===== src/hw/core_pkg.sv =====
`default_nettype none

package core_pkg;

  // Datapath and register file
  localparam int xlen      = 32;
  localparam int reg_idx_w = 5;
  localparam int num_regs  = 32;

  // Instruction cache geometry
  localparam int line_w          = 128;
  localparam int words_per_line  = 4;
  localparam int word_sel_w      = 2;
  localparam int icache_lines    = 8;
  localparam int icache_index_w  = 3;
  localparam int icache_offset_w = 4;
  localparam int icache_tag_w    = 25;

  // First fetch address out of reset
  localparam logic [xlen-1:0] reset_pc = 32'h0000_1000;

  // Major opcodes
  localparam logic [6:0] op_r      = 7'b0110011;
  localparam logic [6:0] op_imm    = 7'b0010011;
  localparam logic [6:0] op_load   = 7'b0000011;
  localparam logic [6:0] op_store  = 7'b0100011;
  localparam logic [6:0] op_branch = 7'b1100011;

  // ALU operation classes handed to execute
  localparam logic [1:0] alu_add  = 2'b00;
  localparam logic [1:0] alu_sub  = 2'b01;
  localparam logic [1:0] alu_func = 2'b10;
  localparam logic [1:0] alu_cmp  = 2'b11;

  // Refill FSM states of the instruction cache
  localparam logic [1:0] refill_idle         = 2'b00;
  localparam logic [1:0] refill_wait_ack     = 2'b01;
  localparam logic [1:0] refill_wait_release = 2'b10;

  // Same 32-bit word seen as R type or I type
  typedef union packed {
    struct packed {
      logic [6:0] funct7;
      logic [4:0] rs2;
      logic [4:0] rs1;
      logic [2:0] funct3;
      logic [4:0] rd;
      logic [6:0] opcode;
    } r;
    struct packed {
      logic [11:0] imm12;
      logic [4:0]  rs1;
      logic [2:0]  funct3;
      logic [4:0]  rd;
      logic [6:0]  opcode;
    } i;
  } inst_word_u;

endpackage

`default_nettype wire

===== src/hw/frontend_top.sv =====
`timescale 1ns/1ps
`default_nettype none

module frontend_top (
  input  wire                             clk,
  input  wire                             rst,
  output logic                            mem_req,
  output logic [core_pkg::xlen-1:0]       mem_addr,
  input  wire                             mem_ack,
  input  wire  [core_pkg::line_w-1:0]     mem_line,
  input  wire                             wb_en,
  input  wire  [core_pkg::reg_idx_w-1:0]  wb_idx,
  input  wire  [core_pkg::xlen-1:0]       wb_data,
  input  wire                             redirect,
  input  wire  [core_pkg::xlen-1:0]       redirect_pc,
  input  wire                             hold,
  output logic                            out_valid,
  output logic [core_pkg::xlen-1:0]       out_pc,
  output logic [core_pkg::reg_idx_w-1:0]  out_rd,
  output logic [core_pkg::xlen-1:0]       out_rs1_val,
  output logic [core_pkg::xlen-1:0]       out_rs2_val,
  output logic [core_pkg::xlen-1:0]       out_imm,
  output logic                            out_branch,
  output logic                            out_reg_write,
  output logic                            out_mem_read,
  output logic                            out_mem_to_reg,
  output logic                            out_mem_write,
  output logic                            out_alu_src,
  output logic [1:0]                      out_alu_op
);

  // Cache to fetch
  logic [core_pkg::xlen-1:0]      pc;
  logic                           hit;
  logic [core_pkg::xlen-1:0]      inst;

  // Fetch register to decode
  logic                           f_valid;
  logic [core_pkg::xlen-1:0]      f_pc;
  logic [core_pkg::xlen-1:0]      f_inst;
  logic                           stall;

  // Decode to register file
  logic [core_pkg::reg_idx_w-1:0] rs1_idx;
  logic [core_pkg::reg_idx_w-1:0] rs2_idx;
  logic [core_pkg::xlen-1:0]      rs1_data;
  logic [core_pkg::xlen-1:0]      rs2_data;

  icache icache_i (
    .clk      (clk),
    .rst      (rst),
    .pc       (pc),
    .hit      (hit),
    .inst     (inst),
    .mem_req  (mem_req),
    .mem_addr (mem_addr),
    .mem_ack  (mem_ack),
    .mem_line (mem_line),
    .flush    (redirect)
  );

  fetch_stage fetch_i (
    .clk         (clk),
    .rst         (rst),
    .hit         (hit),
    .inst        (inst),
    .stall       (stall),
    .redirect    (redirect),
    .redirect_pc (redirect_pc),
    .pc          (pc),
    .f_valid     (f_valid),
    .f_pc        (f_pc),
    .f_inst      (f_inst)
  );

  decode_stage decode_i (
    .clk            (clk),
    .rst            (rst),
    .f_valid        (f_valid),
    .f_pc           (f_pc),
    .f_inst         (f_inst),
    .hold           (hold),
    .redirect       (redirect),
    .stall          (stall),
    .rs1_idx        (rs1_idx),
    .rs2_idx        (rs2_idx),
    .rs1_data       (rs1_data),
    .rs2_data       (rs2_data),
    .out_valid      (out_valid),
    .out_pc         (out_pc),
    .out_rd         (out_rd),
    .out_rs1_val    (out_rs1_val),
    .out_rs2_val    (out_rs2_val),
    .out_imm        (out_imm),
    .out_branch     (out_branch),
    .out_reg_write  (out_reg_write),
    .out_mem_read   (out_mem_read),
    .out_mem_to_reg (out_mem_to_reg),
    .out_mem_write  (out_mem_write),
    .out_alu_src    (out_alu_src),
    .out_alu_op     (out_alu_op)
  );

  register_file regfile_i (
    .clk       (clk),
    .rst       (rst),
    .wr_en     (wb_en),
    .wr_idx    (wb_idx),
    .wr_data   (wb_data),
    .rd_idx_1  (rs1_idx),
    .rd_idx_2  (rs2_idx),
    .rd_data_1 (rs1_data),
    .rd_data_2 (rs2_data)
  );

endmodule

`default_nettype wire


===== src/hw/decode_stage.sv =====
`timescale 1ns/1ps
`default_nettype none

module decode_stage (
  input  wire                             clk,
  input  wire                             rst,
  input  wire                             f_valid,
  input  wire  [core_pkg::xlen-1:0]       f_pc,
  input  wire  [core_pkg::xlen-1:0]       f_inst,
  input  wire                             hold,
  input  wire                             redirect,
  output logic                            stall,
  output logic [core_pkg::reg_idx_w-1:0]  rs1_idx,
  output logic [core_pkg::reg_idx_w-1:0]  rs2_idx,
  input  wire  [core_pkg::xlen-1:0]       rs1_data,
  input  wire  [core_pkg::xlen-1:0]       rs2_data,
  output logic                            out_valid,
  output logic [core_pkg::xlen-1:0]       out_pc,
  output logic [core_pkg::reg_idx_w-1:0]  out_rd,
  output logic [core_pkg::xlen-1:0]       out_rs1_val,
  output logic [core_pkg::xlen-1:0]       out_rs2_val,
  output logic [core_pkg::xlen-1:0]       out_imm,
  output logic                            out_branch,
  output logic                            out_reg_write,
  output logic                            out_mem_read,
  output logic                            out_mem_to_reg,
  output logic                            out_mem_write,
  output logic                            out_alu_src,
  output logic [1:0]                      out_alu_op
);

  core_pkg::inst_word_u       word;
  logic [core_pkg::xlen-1:0]  imm;
  logic [5:0]                 ctl;
  logic [1:0]                 alu_op;

  assign word    = f_inst;
  assign rs1_idx = word.r.rs1;
  assign rs2_idx = word.r.rs2;

  // Full register that execute refuses to take
  assign stall = out_valid && hold;

  // ctl = {branch, reg_write, mem_read, mem_to_reg, mem_write, alu_src}
  always_comb
  begin
    ctl    = '0;
    alu_op = core_pkg::alu_add;
    imm    = '0;
    case (word.r.opcode)
      core_pkg::op_r:
      begin
        ctl    = 6'b010000;
        alu_op = core_pkg::alu_func;
      end
      core_pkg::op_imm:
      begin
        ctl    = 6'b010001;
        alu_op = core_pkg::alu_func;
        imm    = {{20{word.i.imm12[11]}}, word.i.imm12};
      end
      core_pkg::op_load:
      begin
        ctl = 6'b011101;
        imm = {{20{word.i.imm12[11]}}, word.i.imm12};
      end
      core_pkg::op_store:
      begin
        // Store offset is split across funct7 and rd
        ctl = 6'b000011;
        imm = {{20{word.r.funct7[6]}}, word.r.funct7, word.r.rd};
      end
      core_pkg::op_branch:
      begin
        ctl    = 6'b100000;
        alu_op = core_pkg::alu_cmp;
        imm    = {{19{word.r.funct7[6]}}, word.r.funct7[6], word.r.rd[0],
                  word.r.funct7[5:0], word.r.rd[4:1], 1'b0};
      end
      default:
      begin
        ctl    = '0;
        alu_op = core_pkg::alu_add;
      end
    endcase
  end

  always_ff @(posedge clk)
  begin
    if (rst || redirect)
    begin
      out_valid <= 1'b0;
    end
    else if (!stall)
    begin
      out_valid <= f_valid;
    end
  end

  always_ff @(posedge clk)
  begin
    if (!stall)
    begin
      out_pc         <= f_pc;
      out_rd         <= word.r.rd;
      out_rs1_val    <= rs1_data;
      out_rs2_val    <= rs2_data;
      out_imm        <= imm;
      out_branch     <= ctl[5];
      out_reg_write  <= ctl[4];
      out_mem_read   <= ctl[3];
      out_mem_to_reg <= ctl[2];
      out_mem_write  <= ctl[1];
      out_alu_src    <= ctl[0];
      out_alu_op     <= alu_op;
    end
  end

endmodule

`default_nettype wire


===== src/hw/fetch_stage.sv =====
`timescale 1ns/1ps
`default_nettype none

module fetch_stage (
  input  wire                        clk,
  input  wire                        rst,
  input  wire                        hit,
  input  wire  [core_pkg::xlen-1:0]  inst,
  input  wire                        stall,
  input  wire                        redirect,
  input  wire  [core_pkg::xlen-1:0]  redirect_pc,
  output logic [core_pkg::xlen-1:0]  pc,
  output logic                       f_valid,
  output logic [core_pkg::xlen-1:0]  f_pc,
  output logic [core_pkg::xlen-1:0]  f_inst
);

  logic advance;

  // Word accepted when the cache hits and decode can take the current one
  assign advance = hit && !stall && !redirect;

  always_ff @(posedge clk)
  begin
    if (rst)
    begin
      pc      <= core_pkg::reset_pc;
      f_valid <= 1'b0;
    end
    else if (redirect)
    begin
      pc      <= redirect_pc;
      f_valid <= 1'b0;
    end
    else if (!stall)
    begin
      // On a miss decode still drains the register, so it goes empty
      f_valid <= hit;
      if (hit)
      begin
        pc <= pc + 32'd4;
      end
    end
  end

  // pc travels with its word for later stages
  always_ff @(posedge clk)
  begin
    if (advance)
    begin
      f_pc   <= pc;
      f_inst <= inst;
    end
  end

endmodule

`default_nettype wire


===== src/hw/icache.sv =====
`timescale 1ns/1ps
`default_nettype none

module icache (
  input  wire                          clk,
  input  wire                          rst,
  input  wire  [core_pkg::xlen-1:0]    pc,
  output logic                         hit,
  output logic [core_pkg::xlen-1:0]    inst,
  output logic                         mem_req,
  output logic [core_pkg::xlen-1:0]    mem_addr,
  input  wire                          mem_ack,
  input  wire  [core_pkg::line_w-1:0]  mem_line,
  input  wire                          flush
);

  logic                                valid_q [core_pkg::icache_lines];
  logic [core_pkg::icache_tag_w-1:0]   tag_q   [core_pkg::icache_lines];
  logic [core_pkg::line_w-1:0]         data_q  [core_pkg::icache_lines];

  logic [1:0]                          state_q;
  logic                                req_q;
  logic                                drop_q;
  logic [core_pkg::xlen-1:0]           addr_q;
  logic [core_pkg::line_w-1:0]         line_q;

  logic [core_pkg::icache_index_w-1:0] pc_index;
  logic [core_pkg::icache_tag_w-1:0]   pc_tag;
  logic [core_pkg::word_sel_w-1:0]     pc_word;
  logic [core_pkg::icache_index_w-1:0] fill_index;
  logic [core_pkg::icache_tag_w-1:0]   fill_tag;

  logic                                start_fill;
  logic                                take_line;
  logic                                write_line;

  // Address split into tag, index, word and byte
  assign pc_index   = pc[core_pkg::icache_offset_w +: core_pkg::icache_index_w];
  assign pc_tag     = pc[core_pkg::xlen-1 -: core_pkg::icache_tag_w];
  assign pc_word    = pc[2 +: core_pkg::word_sel_w];
  assign fill_index = addr_q[core_pkg::icache_offset_w +: core_pkg::icache_index_w];
  assign fill_tag   = addr_q[core_pkg::xlen-1 -: core_pkg::icache_tag_w];

  // Lookup straight from the tag and data flops
  assign hit  = valid_q[pc_index] && (tag_q[pc_index] == pc_tag);
  assign inst = data_q[pc_index][pc_word*core_pkg::xlen +: core_pkg::xlen];

  // No new request until memory has released ack
  assign start_fill = (state_q == core_pkg::refill_idle) && !hit && !flush && !mem_ack;
  assign take_line  = (state_q == core_pkg::refill_wait_ack) && mem_ack;
  // Line goes into the array once ack has dropped
  assign write_line = (state_q == core_pkg::refill_wait_release) && !mem_ack && !drop_q;

  assign mem_req  = req_q;
  assign mem_addr = addr_q;

  always_ff @(posedge clk)
  begin
    if (rst)
    begin
      state_q <= core_pkg::refill_idle;
      req_q   <= 1'b0;
      drop_q  <= 1'b0;
      for (int i = 0; i < core_pkg::icache_lines; i++)
      begin
        valid_q[i] <= 1'b0;
      end
    end
    else
    begin
      case (state_q)
        core_pkg::refill_idle:
        begin
          drop_q <= 1'b0;
          if (start_fill)
          begin
            req_q   <= 1'b1;
            state_q <= core_pkg::refill_wait_ack;
          end
        end
        core_pkg::refill_wait_ack:
        begin
          // Redirect makes this line unwanted but the handshake still runs
          if (flush)
          begin
            drop_q <= 1'b1;
          end
          if (take_line)
          begin
            req_q   <= 1'b0;
            state_q <= core_pkg::refill_wait_release;
          end
        end
        core_pkg::refill_wait_release:
        begin
          if (flush)
          begin
            drop_q <= 1'b1;
          end
          if (!mem_ack)
          begin
            state_q <= core_pkg::refill_idle;
          end
          if (write_line)
          begin
            valid_q[fill_index] <= 1'b1;
          end
        end
        default:
        begin
          state_q <= core_pkg::refill_idle;
          req_q   <= 1'b0;
        end
      endcase
    end
  end

  always_ff @(posedge clk)
  begin
    if (start_fill)
    begin
      addr_q <= {pc[core_pkg::xlen-1:core_pkg::icache_offset_w],
                 {core_pkg::icache_offset_w{1'b0}}};
    end
    if (take_line)
    begin
      line_q <= mem_line;
    end
    if (write_line)
    begin
      tag_q[fill_index]  <= fill_tag;
      data_q[fill_index] <= line_q;
    end
  end

endmodule

`default_nettype wire


===== src/hw/register_file.sv =====
`timescale 1ns/1ps
`default_nettype none

module register_file (
  input  wire                             clk,
  input  wire                             rst,
  input  wire                             wr_en,
  input  wire  [core_pkg::reg_idx_w-1:0]  wr_idx,
  input  wire  [core_pkg::xlen-1:0]       wr_data,
  input  wire  [core_pkg::reg_idx_w-1:0]  rd_idx_1,
  input  wire  [core_pkg::reg_idx_w-1:0]  rd_idx_2,
  output logic [core_pkg::xlen-1:0]       rd_data_1,
  output logic [core_pkg::xlen-1:0]       rd_data_2
);

  logic [core_pkg::xlen-1:0] regs_q [core_pkg::num_regs];

  always_ff @(posedge clk)
  begin
    if (rst)
    begin
      for (int i = 0; i < core_pkg::num_regs; i++)
      begin
        regs_q[i] <= '0;
      end
    end
    // Writes to x0 are dropped
    else if (wr_en && (wr_idx != '0))
    begin
      regs_q[wr_idx] <= wr_data;
    end
  end

  // Without a bypass a write shows up in the next cycle
  assign rd_data_1 = (rd_idx_1 == '0) ? '0 : regs_q[rd_idx_1];
  assign rd_data_2 = (rd_idx_2 == '0) ? '0 : regs_q[rd_idx_2];

endmodule

`default_nettype wire


===== config.mk =====
export PLATFORM = sky130hd
export DESIGN_NAME = frontend_top
export DESIGN_NICKNAME = d
export VERILOG_FILES = /design/src/hw/core_pkg.sv /design/src/hw/frontend_top.sv /design/src/hw/decode_stage.sv /design/src/hw/fetch_stage.sv /design/src/hw/icache.sv /design/src/hw/register_file.sv
export SDC_FILE = /design/constraint.sdc
export NUM_CORES = 2
export LEC_CHECK = 0
export BUFFER_PORTS_ARGS = -buffer_cell sky130_fd_sc_hd__buf_2
export CAP_MARGIN = 20
export CORE_AREA = 3 3 610 612
export DETAILED_ROUTE_END_ITERATION = 10
export DIE_AREA = 0 0 613 615
export GPL_TIMING_DRIVEN = 0
export PLACE_DENSITY = 0.5
export SLEW_MARGIN = 25
export SYNTH_ARGS = -nofsm -noshare
export SYNTH_HDL_FRONTEND = slang
export SYNTH_SLANG_ARGS = --single-unit

===== constraint.sdc =====
create_clock -name clk -period 24.3 [get_ports clk]
set_input_delay 6.075 -clock clk [delete_from_list [all_inputs] [get_ports clk]]
set_output_delay 6.075 -clock clk [all_outputs]
set_load 0.03 [all_outputs]

Word level (Yosys, flattened, before mapping) --
Memories as Yosys holds them, arrays and structs flattened. A register that Yosys moved wholly into a read port is not among the register bits. Cells that the tools add are included.
Operators by class: $add $sub $neg 1, equality and inequality tests 13, shift operators 1, multiplexer cells 37, bitwise gates (word level) 1, reduce and logical (&&, ||, !) cells 35
Operators with widths (number):
- $mux W32 | 4
- $shiftx A128 B8 Y32 | 1
- $pmux W32 S3 | 1
- $add A32 B3 Y32 const B | 1
- $reduce_or A32 Y1 | 1
- $pmux W6 S5 | 1
- $eq A25 B25 Y1 | 1
- $mux W3 | 7
- $mux W1 | 16
- $eq A7 B6 Y1 const B | 2
- $logic_and A1 B1 Y1 | 11
- $logic_not A5 Y1 | 2
- $reduce_or A2 Y1 | 4
- $eq A7 B2 Y1 const B | 1
- $eq A7 B5 Y1 const B | 1
- $eq A7 B7 Y1 const B | 1
- $logic_not A1 Y1 | 7
- $mux W2 | 3
- $ne A2 B1 Y1 const B | 3
- $pmux W2 S3 | 1
- $reduce_and A3 Y1 | 2
- $mux W5 | 1
- $reduce_bool A5 Y1 | 1
- $ne A2 B2 Y1 const B | 2
- other kinds (11) | 13
Word-level totals: register bits 335, bits in writable memories 2256, input bits 203, output and inout bits 175, logic and storage cells 112, memories kept 4
Memory list:
- icache_i.data_q | words 8, width 128, rd ports 1, clocked after Yosys merged registers in 1, wr ports 1, line icache.sv:19 | logic [core_pkg::line_w-1:0] data_q [core_pkg::icache_lines];
- regfile_i.regs_q | words 32, width 32, rd ports 2, clocked after Yosys merged registers in 2, wr ports 32, line register_file.sv:16 | logic [core_pkg::xlen-1:0] regs_q [core_pkg::num_regs];
- icache_i.tag_q | words 8, width 25, rd ports 1, clocked after Yosys merged registers in 1, wr ports 1, line icache.sv:18 | logic [core_pkg::icache_tag_w-1:0] tag_q [core_pkg::icache_lines];
- icache_i.valid_q | words 8, width 1, rd ports 1, clocked after Yosys merged registers in 1, wr ports 8, line icache.sv:17 | logic valid_q [core_pkg::icache_lines];

Longest topological paths before layout --
word-level depth 9, mapped depth 13

Hierarchy --
From an unflattened synthesis, not the netlist that was laid out.
Unflattened totals: cell total of the unflattened synthesis 6014, area total of the unflattened synthesis 114004.3 um^2
By module, submodules not included:
- register_file | times used 1, cells each 3502, area an instance 54253.3 um^2
- icache | times used 1, cells each 2042, area an instance 51839.7 um^2
- decode_stage | times used 1, cells each 192, area an instance 4171.5 um^2
- fetch_stage | times used 1, cells each 278, area an instance 3739.8 um^2

Worst setup path before layout --
Ideal clock, no wire load.
kind input-to-reg, start in mem_ack, end mem icache_i.data_q[1][0] (netlist bit) (enable), setup time 0.816 ns, arrival time 15.921 ns, required time 23.484 ns, setup slack 7.563 ns, stages on the path 3, cells stage by stage nor2_1 > nand3_1 > nor3_1
Between the ends: longest elaborated chain between the ends 5
Ends and longest elaborated chain:
- from (decl) | line frontend_top.sv:9 | input wire mem_ack,
- $logic_not A1 Y1 | line icache.sv:52 | assign write_line = (state_q == core_pkg::refill_wait_release) && !mem_ack && !drop_q;
- $logic_and A1 B1 Y1 (2 in a row) | line icache.sv:52
- $mux W1 | line icache.sv:129 | if (write_line)
- $mux W1 (not written as such) | line icache.sv:132 | data_q[fill_index] <= line_q;
- to (decl) | line icache.sv:19
No other way between the ends.

==> results.txt <==
----------------------------------------------------
[Global route]
  Antenna violations before repair ... 41
  First-pass GRT wire length ... 502000 µm
  Aggregate global-route resource usage ... 0.190
  Maximum number of pins on one net before global-route repair ... 73
  Global-route congestion overflow total ... 0
  Vias in the first global route ... 62400

[Critical path]
  Endpoint type of the worst setup path ... flop
  Top cell family by delay on the critical path ... simple AND/OR/NAND/NOR gates
  Crit Path Max Fanout ... 11
  Class of the most critical setup path ... primary input to flop
  Worst-path cell chain ... buf_2 > nor3b_1 > nand3_1 > nor2_1 > clkbuf_1 > and2_1
  Stage delay of the slowest cell on the critical path ... approximately 930 ps
  Cell type of the slowest stage on the worst timing path ... sky130_fd_sc_hd__nor3b_1
  Startpoint class of the critical path ... primary input
  CP Data Required Time ... 25030 ps
  Critical Path AT ... 9600 ps
  Combined buffer and inverter count along the critical path ... 2

[Pwr]
  Worst vdd ir ... 0.0590 mV
  LEAKAGE ... between 40 and 50 nW
  Total power density per cell area ... approximately 77 nW/µm²
  Sum of internal, switching and leakage power ... between 0.01 and 0.015 W

[STA]
  Final TNS setup ... 0 ps
  Final clock skew ... between 80 and 90 ps
  Final Hold Violating Endpoints ... 0
  Smallest hold slack ... 417 ps
  Maximum clock rate ... between 100 and 150 MHz
  Unrepaired setup endpoints after global routing ... false
  Minimum clock period ... approximately 8900 ps
  Worst Setup Slack, final ... between 15000 and 20000 ps
  Max Slew Vio Count ... 0
  Period Utilization, post-route ... 0.365
  Normalized max-slew margin ... 0.166
  Final count of negative-setup-slack endpoints ... 0
  Worst-Margin Slew ... about 1300 ps

[Die]
  Total die area ... between 300000 and 400000 µm²
  Effective utilization at floorplan ... 0.299
  Boundary pin count ... about 380
  Row count ... approximately 220
  Die outline height ... just over 600 µm
  Horizontal extent of the die ... slightly above 600 µm
  Core ar. ... 368000 µm²

[Clock network]
  Post-CTS setup buffer count ... 0
  Count of cells resized by post-cts repair ... 0
  Clock network latency to the later pin of the worst-skew pair ... 940 ps
  Depth of the CTS H-tree ... 5
  Clock sinks ... 2526
  Clock transition time at the flip-flop clock pins of the worst setup and hold paths ... 60 ps
  Clock tree from TritonCTS ... done
  Hold buffers post-CTS ... 0
  CTS max path bufs ... 4
  TritonCTS buffer count ... 293
  Clock Tree Root ... sky130_fd_sc_hd__clkbuf_16

[Synthesis]
  Combinational family with the most area after synthesis ... multiplexers
  Fraction of synthesized cell area in xor and xnor cells ... 0.00127
  Synth Area in Compound Gates ... 0.00961
  Flip-flop and latch count after synthesis ... about 2500
  Adder and majority gate portion of the synthesized area ... 0.000569
  Number of distinct standard cells referenced by the synthesized netlist ... 70
  Post-Syn Instances ... 5667
  Average footprint of a synthesized cell ... around 19 µm²
  Area share of and/or/nand/nor cells after synthesis ... 0.0725
  Post-synth EDFFs ... approximately 2500
  Synthesis Warnings ... 0
  Cell area after technology mapping ... about 110000 µm²
  Fraction of the yosys area taken by sequential cells ... 0.685
  Leading register cell type out of synthesis ... sky130_fd_sc_hd__edfxtp_1
  Multiplexer fraction of the synthesized cell area ... 0.211
  Share of async-settable or async-resettable flops after synthesis ... 0

[Layout]
  Fraction of final layout cells with drive strength greater than 1 ... 0.323
  Most frequent cells in the layout ... 2477 x sky130_fd_sc_hd__edfxtp_1, 1002 x sky130_fd_sc_hd__and2_1, 956 x sky130_fd_sc_hd__mux4_2
  Most common cell after layout, fill and taps aside ... sky130_fd_sc_hd__edfxtp_1
  Area Growth Syn to Fin ... 20.1%
  Area of all placed cells without fillers ... around 130000 µm²
  Number of nets in the finished design ... 6772

[Detailed routing]
  Drt initial violations ... ~6600
  Number of nets with antenna violations after routing ... 0
  Avg WL per Cell ... about 31 µm
  DRT Wirelength ... 364000 µm
  Drt first pass iters ... 5
  Via density ... approximately 5.2
  Post-detailed-route DRC marker count ... 0
  Via count ... about 60000

[Min path]
  Worst Hold Class ... flop to flop

[Run status]
  Run status ... finished clean

[Placed design]
  Weighted congestion reported at the end of routability-driven placement ... between 0.8 and 0.9
  Pre-CTS WS ... between 10000 and 15000 ps
  Placed inst area ... approximately 120000 µm²
  Buffers added on ports ... 360
  Total half-perimeter wirelength after legalization and detailed placement ... 269000 µm

[Run]
  Max-cap viol count ... 0

----------------------------------------------------
-- power breakdown --
group | total [W] | switching [W] | internal, W
Combinational | 0.000663 | 0.000392 | 0.000271
Sequential | 0.00510 | 0.000116 | 0.00499
Clock | 0.00437 | 0.00184 | 0.00253
-- through the flow --
stage,cells,utilization
5_1_grt,11600,0.359
3_3_place_gp,10900,0.320
3_5_place_dp,11100,0.333
6_report,11600,0.359
2_1_floorplan,5702,-
4_1_cts,11600,0.359
-- cell usage after synthesis, types with 28 or more instances --
master	instances	area, µm²
sky130_fd_sc_hd__buf_4	28	210
sky130_fd_sc_hd__nor2_1	156	586
sky130_fd_sc_hd__mux2_2	32	360
sky130_fd_sc_hd__clkbuf_1	360	1350
sky130_fd_sc_hd__mux2i_1	128	1280
sky130_fd_sc_hd__mux4_2	956	21500
sky130_fd_sc_hd__and2_1	1003	6270
sky130_fd_sc_hd__nand2_1	33	124
sky130_fd_sc_hd__dfxtp_1	49	981
sky130_fd_sc_hd__buf_1	81	304
sky130_fd_sc_hd__o21ai_0	36	180
sky130_fd_sc_hd__edfxtp_1	2477	74400
-- layout make-up --
class / count / area (µm²)
diodes: 17 / 42.5
plain buffers: 492 / 2200
clock buffers: 353 / 7650
clock inverters: 172 / 1770
fillers: 34200 / 236000
inverters: 24 / 97.6
multi-input cells: 2660 / 33000
flip-flops and latches: 2526 / 75400
well taps: 4837 / 6050
repair buffers: 567 / 5870
-- metal layers --
metal	vias up	wire length, µm	global-route usage
li1	24700	-	-
met1	32500	149000	0.254
met2	2425	176000	0.312
met3	560	25100	0.0352
met4	10	13500	0.0615
met5	-	63	0
-- worst paths after layout --
path                                start                                     end  slack [ps]  cells past startpoint
max                                   rst   regfile_i.regs_q[2][21]$_SDFFCE_PN0P_       15420                      6
min             fetch_i.f_pc[5]$_DFFE_PP_            decode_i.out_pc[5]$_DFFE_PN_         420                      0
max reg2reg  fetch_i.f_inst[21]$_DFFE_PP_  decode_i.out_rs2_val[12]$_SDFFCE_PN0N_       19320                      6
min reg2reg     fetch_i.f_pc[5]$_DFFE_PP_            decode_i.out_pc[5]$_DFFE_PN_         420                      0
-- sequential cells by signal, indices dropped and copies added (netlist names), 28 cells and up, named ones only --
signal,flops
regfile_i.regs_q,1024
icache_i.data_q,928
icache_i.tag_q,200
icache_i.line_q,116
decode_i.out_pc,32
decode_i.out_rs1_val,32
decode_i.out_rs2_val,32
fetch_i.f_pc,32
fetch_i.pc,32
fetch_i.f_inst,29
icache_i.mem_addr,28
-- kinds of logic after synthesis --
group,count (synthesis)
XOR/XNOR,16
buffers and inverters,516
flip-flops,2526
AND/OR/NAND/NOR,1344
other,1
AO/OA/AOI/OAI,141
adder cells (fa/ha/maj),5
multiplexers,1118
Power figures use the tool's default switching activity.
